--- config.mk ---
export PLATFORM = sky130hd
export DESIGN_NAME = upTop
export DESIGN_NICKNAME = d
export VERILOG_FILES = /design/src/cpuPkg.sv /design/src/memPkg.sv /design/src/upControl.sv /design/src/upDatapath.sv /design/src/upMemory.sv /design/src/upTop.sv
export SDC_FILE = /design/constraint.sdc
export NUM_CORES = 2
export LEC_CHECK = 0
export ABC_AREA = 0
export BUFFER_PORTS_ARGS = -buffer_cell sky130_fd_sc_hd__clkbuf_2
export CAP_MARGIN = 20
export CORE_AREA = 2 2 386 675
export CTS_BUF_LIST = sky130_fd_sc_hd__clkbuf_16
export DETAILED_ROUTE_END_ITERATION = 6
export DIE_AREA = 0 0 388 677
export PLACE_DENSITY = 0.56
export SETUP_SLACK_MARGIN = 0.15
export SLEW_MARGIN = 20
export SYNTH_ARGS = -nofsm -noshare
export SYNTH_HDL_FRONTEND = slang
export SYNTH_HIERARCHICAL = 1
export SYNTH_SLANG_ARGS = --single-unit
--- constraint.sdc ---
create_clock -name clk -period 4.5 [get_ports clk]
set_input_delay 0 -clock clk [delete_from_list [all_inputs] [get_ports clk]]
set_output_delay 0 -clock clk [all_outputs]
set_load 0.01 [all_outputs]
--- src/cpuPkg.sv ---
package cpuPkg;

	// instruction set of the 8-bit core.
	typedef enum logic [2:0] {
		opHlt = 3'd0, // stop and return to idle.
		opLdi = 3'd1, // r0 <= zero-extended imm.
		opAdd = 3'd2, // rd <= rd + rs.
		opSub = 3'd3, // rd <= rd - rs.
		opMov = 3'd4, // rd <= rs.
		opLd  = 3'd5, // rd <= mem[rs].
		opSt  = 3'd6, // mem[rs] <= rd.
		opJnz = 3'd7  // pc <= imm when zero flag is clear.
	} opcodeT;

	localparam int regIdxW = 2;
	localparam int numRegs = 4;

	// two-register layout.
	typedef struct packed {
		opcodeT               op;
		logic [regIdxW-1:0]   rd;
		logic [regIdxW-1:0]   rs;
		logic                 unused; // spare bit ignored by decode.
	} regFormT;

	// immediate layout for ldi and jnz.
	typedef struct packed {
		opcodeT     op;
		logic [4:0] imm;
	} immFormT;

	// the same byte seen through both layouts.
	typedef union packed {
		regFormT regForm;
		immFormT immForm;
	} instrT;

endpackage

--- src/memPkg.sv ---
package memPkg;

	localparam int dataW = 8;
	localparam int addrW = 8;

	localparam int memDepth   = 256;
	localparam int resetDepth = 128; // only the low half is cleared on reset.

	// writes here go to the output port, not the array.
	localparam logic [addrW-1:0] ioOutAddr = 8'hFF;

	// boot program placed at address 0.
	localparam logic [dataW-1:0] bootImage [0:7] = '{
		8'h45,
		8'h64,
		8'h24,
		8'h24,
		8'h24,
		8'h26,
		8'h04,
		8'h56
	};

endpackage

--- src/upControl.sv ---
module upControl (
	input  logic                        clk,
	input  logic                        nRst,
	input  logic                        run,
	input  logic                        loadEn,
	input  logic [memPkg::addrW-1:0]    loadAddr,
	input  logic [memPkg::dataW-1:0]    loadData,
	input  logic [memPkg::dataW-1:0]    memRdata,
	input  logic [memPkg::dataW-1:0]    rdVal,
	input  logic [memPkg::dataW-1:0]    rsVal,
	input  logic                        zero,
	output logic                        running,
	output logic [memPkg::addrW-1:0]    memAddr,
	output logic                        memWe,
	output logic [memPkg::dataW-1:0]    memWdata,
	output logic [cpuPkg::regIdxW-1:0]  rdSel,
	output logic [cpuPkg::regIdxW-1:0]  rsSel,
	output cpuPkg::opcodeT              aluOp,
	output logic                        regWe,
	output logic                        wbSrc,
	output logic [4:0]                  imm,
	output logic                        flagWe
);

	import cpuPkg::*;
	import memPkg::*;

	typedef enum logic [1:0] {
		sIdle,
		sFetch,
		sExec
	} stateT;

	stateT            state;
	logic [addrW-1:0] pc;
	instrT            ir;
	opcodeT           op;
	logic             isMemOp;
	logic             takeJump;

	// the register view carries the opcode for both forms.
	assign op       = ir.regForm.op;
	assign isMemOp  = (op == opLd) || (op == opSt);
	assign takeJump = (op == opJnz) && !zero;
	assign running  = (state != sIdle);

	// field decode for the execute cycle.
	assign rdSel = ir.regForm.rd;
	assign rsSel = ir.regForm.rs;
	assign imm   = ir.immForm.imm;
	assign aluOp = op;
	assign wbSrc = (op == opLd);

	always_comb begin
		regWe  = 1'b0;
		flagWe = 1'b0;
		if (state == sExec) begin
			case (op)
				opLdi, opAdd, opSub: begin
					regWe  = 1'b1;
					flagWe = 1'b1;
				end
				opMov, opLd: regWe = 1'b1;
				default: ;
			endcase
		end
	end

	// the bus goes to the load port when idle, to pc on fetch and to rs for ld/st.
	always_comb begin
		case (state)
			sIdle: begin
				memAddr  = loadAddr;
				memWe    = loadEn;
				memWdata = loadData;
			end
			sExec: begin
				memAddr  = isMemOp ? rsVal : pc;
				memWe    = (op == opSt);
				memWdata = rdVal;
			end
			default: begin
				memAddr  = pc;
				memWe    = 1'b0;
				memWdata = rdVal;
			end
		endcase
	end

	always_ff @(posedge clk or negedge nRst) begin
		if (!nRst) begin
			state <= sIdle;
			pc    <= '0;
			ir    <= '0;
		end else begin
			case (state)
				sIdle: begin
					if (run) begin
						state <= sFetch;
						pc    <= '0; // programs always start at 0.
					end
				end
				sFetch: begin
					ir    <= memRdata;
					state <= sExec;
				end
				sExec: begin
					if (takeJump) begin
						pc <= addrW'(ir.immForm.imm);
					end else begin
						pc <= pc + 1'b1;
					end
					state <= (op == opHlt) ? sIdle : sFetch;
				end
				default: state <= sIdle;
			endcase
		end
	end

endmodule

--- src/upDatapath.sv ---
module upDatapath (
	input  logic                        clk,
	input  logic                        nRst,
	input  logic [cpuPkg::regIdxW-1:0]  rdSel,
	input  logic [cpuPkg::regIdxW-1:0]  rsSel,
	input  cpuPkg::opcodeT              aluOp,
	input  logic                        regWe,
	input  logic                        wbSrc,
	input  logic [4:0]                  imm,
	input  logic [memPkg::dataW-1:0]    memRdata,
	input  logic                        flagWe,
	output logic [memPkg::dataW-1:0]    rdVal,
	output logic [memPkg::dataW-1:0]    rsVal,
	output logic                        zero
);

	import cpuPkg::*;
	import memPkg::*;

	logic [dataW-1:0]   regs [0:numRegs-1];
	logic [dataW-1:0]   aluRes;
	logic [dataW-1:0]   wbVal;
	logic [regIdxW-1:0] wrIdx;

	assign rdVal = regs[rdSel];
	assign rsVal = regs[rsSel];

	always_comb begin
		case (aluOp)
			opAdd:   aluRes = rdVal + rsVal;
			opSub:   aluRes = rdVal - rsVal;
			opMov:   aluRes = rsVal;
			opLdi:   aluRes = {{(dataW-5){1'b0}}, imm};
			default: aluRes = rdVal;
		endcase
	end

	assign wbVal = wbSrc ? memRdata : aluRes; // memory load or alu.

	// ldi always targets r0 whatever the rd bits say.
	assign wrIdx = (aluOp == opLdi) ? '0 : rdSel;

	always_ff @(posedge clk or negedge nRst) begin
		if (!nRst) begin
			for (int i = 0; i < numRegs; i++) begin
				regs[i] <= '0;
			end
		end else if (regWe) begin
			regs[wrIdx] <= wbVal;
		end
	end

	always_ff @(posedge clk or negedge nRst) begin
		if (!nRst) begin
			zero <= 1'b0;
		end else if (flagWe) begin
			zero <= (aluRes == '0);
		end
	end

endmodule

--- src/upMemory.sv ---
module upMemory (
	input  logic                      clk,
	input  logic                      nRst,
	input  logic [memPkg::addrW-1:0]  addr,
	input  logic                      we,
	input  logic [memPkg::dataW-1:0]  wdata,
	output logic [memPkg::dataW-1:0]  rdata,
	output logic                      outValid,
	output logic [memPkg::dataW-1:0]  outData
);

	import memPkg::*;

	logic [dataW-1:0] mem [0:memDepth-1];
	logic             ioHit;

	assign ioHit = (addr == ioOutAddr);
	assign rdata = mem[addr]; // combinational read.

	always_ff @(posedge clk or negedge nRst) begin
		if (!nRst) begin
			for (int i = 0; i < $size(bootImage); i++) begin
				mem[i] <= bootImage[i];
			end
			for (int i = $size(bootImage); i < resetDepth; i++) begin
				mem[i] <= '0;
			end
		end else begin
			if (we && !ioHit) begin
				mem[addr] <= wdata;
			end
		end
	end

	// output port register.
	always_ff @(posedge clk or negedge nRst) begin
		if (!nRst) begin
			outValid <= 1'b0;
			outData  <= '0;
		end else begin
			outValid <= we && ioHit; // one-cycle pulse per store.
			if (we && ioHit) begin
				outData <= wdata;
			end
		end
	end

endmodule

--- src/upTop.sv ---
module upTop (
	input  logic                      clk,
	input  logic                      nRst,
	input  logic                      run,
	input  logic                      loadEn,
	input  logic [memPkg::addrW-1:0]  loadAddr,
	input  logic [memPkg::dataW-1:0]  loadData,
	output logic                      running,
	output logic [memPkg::dataW-1:0]  rdData,
	output logic                      outValid,
	output logic [memPkg::dataW-1:0]  outData
);

	import cpuPkg::*;
	import memPkg::*;

	logic [addrW-1:0]   memAddr;
	logic               memWe;
	logic [dataW-1:0]   memWdata;
	logic [dataW-1:0]   memRdata;
	logic [regIdxW-1:0] rdSel;
	logic [regIdxW-1:0] rsSel;
	opcodeT             aluOp;
	logic               regWe;
	logic               wbSrc;
	logic [4:0]         imm;
	logic               flagWe;
	logic [dataW-1:0]   rdVal;
	logic [dataW-1:0]   rsVal;
	logic               zero;

	assign rdData = memRdata; // shows loadAddr while idle.

	upControl control (
		.clk(clk),
		.nRst(nRst),
		.run(run),
		.loadEn(loadEn),
		.loadAddr(loadAddr),
		.loadData(loadData),
		.memRdata(memRdata),
		.rdVal(rdVal),
		.rsVal(rsVal),
		.zero(zero),
		.running(running),
		.memAddr(memAddr),
		.memWe(memWe),
		.memWdata(memWdata),
		.rdSel(rdSel),
		.rsSel(rsSel),
		.aluOp(aluOp),
		.regWe(regWe),
		.wbSrc(wbSrc),
		.imm(imm),
		.flagWe(flagWe)
	);

	upDatapath datapath (
		.clk(clk),
		.nRst(nRst),
		.rdSel(rdSel),
		.rsSel(rsSel),
		.aluOp(aluOp),
		.regWe(regWe),
		.wbSrc(wbSrc),
		.imm(imm),
		.memRdata(memRdata),
		.flagWe(flagWe),
		.rdVal(rdVal),
		.rsVal(rsVal),
		.zero(zero)
	);

	upMemory memory (
		.clk(clk),
		.nRst(nRst),
		.addr(memAddr),
		.we(memWe),
		.wdata(memWdata),
		.rdata(memRdata),
		.outValid(outValid),
		.outData(outData)
	);

endmodule

==> results.py <==
metrics = {
    "status": {
        "status": "finished with violations",
        "violations": "negative hold slack, negative setup slack",
    },
    "sta": {
        "rsz0062_at_grt": "yes",
        "holdWs_ns": -0.04530,
        "setup-tns-final_ns": -5.591,
        "worst_pin_slew_ns": 1.231,
        "relSlewSlack": 0.1765,
        "hold_viol": 4,
        "max_clock_freq_mhz": 206.8,
        "post-route-min-period_ns": 4.835,
        "timing.final.crit_share": 1.074,
        "fin_ws_ns": -0.3350,
        "finClkSkew_ns": 0.05641,
        "setup_viol": 25,
        "drv_slew": 0,
    },
    "synth": {
        "netlist_instances": 5115,
        "yosysSeqAreaShare": 0.6459,
        "synth_area_mm2": 0.08965,
        "avgSynthCellArea_um2": 17.53,
        "synth_edf_count": 1024,
        "synthDistinctLibCells": 76,
        "synth_seq_cells": 2108,
        "synth_ff_type": "dfrtp_1",
        "async_reset_ff_frac": 0.5142,
        "yosys_warnings": 6,
    },
    "floorplan": {
        "die_h_um": 677,
        "pin_count": 38,
        "die_w_um": 388,
        "core.rowCount": 247,
        "initial_core_util": 0.3478,
        "coreArea_mm2": 0.2577,
        "die_area_mm2": 0.2627,
    },
    "job": {
        "max_cap_viol_count": 0,
    },
    "worst_setup_path": {
        "worstRegToRegCells": 22,
        "rr_endpoint": "datapath/regs[24]$_DFFE_PN0P_",
        "cp_cell_sequence": "mux4_2, inv_2, a31oi_4, o22a_4, buf_6, buf_12, buf_16, buf_12, mux4_2, a22oi_2, a21oi_2, o41ai_4, buf_4, nand4_1, clkbuf_2",
        "crit_fanout": 8,
        "slowest_delay_ns": 0.56,
        "critical_path_class": "register to primary output",
        "r2r-start": "control/ir[1]$_DFFE_PN0N_",
        "arrival_ns": 4.84,
        "start_kind": "register",
        "rrSetupSlack_ns": -0.31,
        "end_kind": "primary output",
        "critPathCapture": "rdData[1]",
        "cp-startpoint": "control/ir[1]$_DFFE_PN0N_",
        "crit_slowest_cell": "mux4_2",
        "required_ns": 4.50,
    },
    "placement": {
        "io_buffers": 37,
        "place_inst": 8524,
        "pre_cts_ws_ns": -0.5575,
        "dp_hpwl_um": 164700,
        "gp_congestion": 0.8899,
    },
    "clock_tree": {
        "path_clk_slew_ns": 0.07,
        "clkLatencyLatePin_ns": 0.83,
        "cts_buffers": 188,
        "clockRootBuffer": "clkbuf_16",
        "clockBufferDepth": 4,
        "cts_sinks": 2108,
        "cts_tree": "built",
        "cts_max_level": 4,
    },
    "global_route": {
        "track_usage": 0.1911,
        "grt_pass1_wl_um": 372000,
        "grt_max_degree": 157,
        "grt_pass1_vias": 52850,
        "antenna_found_initial": 4,
        "overflow": 0,
    },
    "drt": {
        "wl_per_cell_um": 28.30,
        "drt_iter0_markers": 3602,
        "via_count": 49180,
        "drcViolationCount": 0,
        "drtPass1Iterations": 6,
        "ant_nets": 0,
        "wirelength_um": 254300,
        "drt-vias-per-instance": 5.472,
    },
    "layout": {
        "drive_gt1_frac": 0.4762,
        "layout_common_cells": "1064 x dfrtp_1, 1026 x mux2_2, 1024 x edfxtp_1, 527 x mux4_2, 324 x buf_4",
        "layout_commonest_cell": "dfrtp_1",
        "nets": 5505,
        "seq_area_mm2": 0.05790,
        "multi_input_area_mm2": 0.03147,
        "layoutNonFillerInstCount": 8987,
        "final.fill_count": 23270,
        "syn2layout_area_growth_pct": 17.38,
        "fin_util": 0.4083,
    },
    "min_path": {
        "whs_path_depth": 2,
        "min_path_type": "primary input to register",
    },
    "power": {
        "power.density_mw_per_mm2": 715.8,
        "vdd_ir_drop_max_uv": 664.5,
        "leakage_nw": 41.55,
    },
}
-- worst min path at each step --
stage                            from                      endpoint  slack (ns)
after CTS                      loadEn     memory/outValid$_DFF_PN0_        0.07
after detailed placement         nRst  memory/mem[1872]$_DFFE_PN0P_       -0.01
after global routing      loadData[6]     memory/mem[422]$_DFFE_PP_       0.002
final                     loadData[6]     memory/mem[422]$_DFFE_PP_       -0.05
after global placement           nRst  memory/mem[1872]$_DFFE_PN0P_       -0.01
after floorplan                  nRst     control/ir[0]$_DFFE_PN0N_       -0.30
-- sequential cells by signal, indices dropped and copies added, names as in the netlist --
| register | cells |
|---|---|
| memory/outValid | 1 |
| control/ir | 8 |
| datapath/regs | 32 |
| control/state | 2 |
| datapath/zero | 1 |
| memory/mem | 2048 |
| control/pc | 8 |
| memory/outData | 8 |
-- Yosys cell counts, types with 32 or more instances --
cell type	n	share of area
dfrtp_1	1064	0.30
mux2_2	1039	0.13
edfxtp_1	1024	0.34
mux4_2	527	0.13
a22oi_1	257	0.022
clkbuf_1	243	0.010
nor2_1	167	0.0070
a21oi_1	147	0.0082
nand2_1	132	0.0055
nor2_2	66	0.0046
buf_2	48	0.0027
o41ai_1	33	0.0032
o21ai_1	32	0.0018
-- what timing repair did --
action	in CTS	in global routing
gates cloned	17	7
hold buffers	4	0
endpoints found under the setup margin	52	45
hold endpoints to repair	556	0
buffers inserted	63	30
gates resized for setup	241	92
pin swaps	42	65
-- cells by family after synthesis --
group,share of synthesized area
adder cells (fa/ha/maj),0.001479
AND/OR/NAND/NOR,0.02579
other,0.00004183
XOR/XNOR,0.001131
multiplexers,0.2663
buffers and inverters,0.01913
AO/OA/AOI/OAI,0.04024
flip-flops,0.6459
-- layout make-up --
cell class,count,area share
clock inverters,141,0.008573
diodes,7,0.0001665
well taps,3361,0.03996
inverters,23,0.0008204
clock buffers,193,0.04590
multi-input cells,2634,0.2990
repair buffers,520,0.05532
flip-flops and latches,2108,0.5502
-- per-layer routing --
metal / global-route usage / share of wire / vias to the layer above
met4: 0.1015 / 0.061 / 0
met2: 0.3542 / 0.54 / 1225
met5: 0 / 0 / -
li1: - / - / 20770
met1: 0.2148 / 0.36 / 26710
met3: 0.01925 / 0.036 / 480
-- stage by stage --
stage / instance area (um2) / power [mW] / hold WS, ns
CTS: 104300 / 74.79 / 0.07261
floorplan: 89670 / 43.90 / -0.2956
finish: 105200 / 75.33 / -0.04530
global route: 105200 / 78.44 / 0.001907
global placement: 96270 / 55.36 / -0.01239
detailed placement: 96280 / 55.93 / -0.01139
-- worst max-delay path: cells and delay by family (launching register included) --
family	cells	cell delay, ns
AOI/OAI and AO/OA	5	1.24
buffers and inverters	7	1.10
DFF	1	0.38
muxes	2	1.03
and+or+nand+nor	1	0.25
-- report_power, final --
group | internal, mW | switching (mW)
Clock | 8.38 | 7.14
Sequential | 24.9 | 1.36
Combinational | 14.5 | 19.1
(Power assumes the default switching activity.)
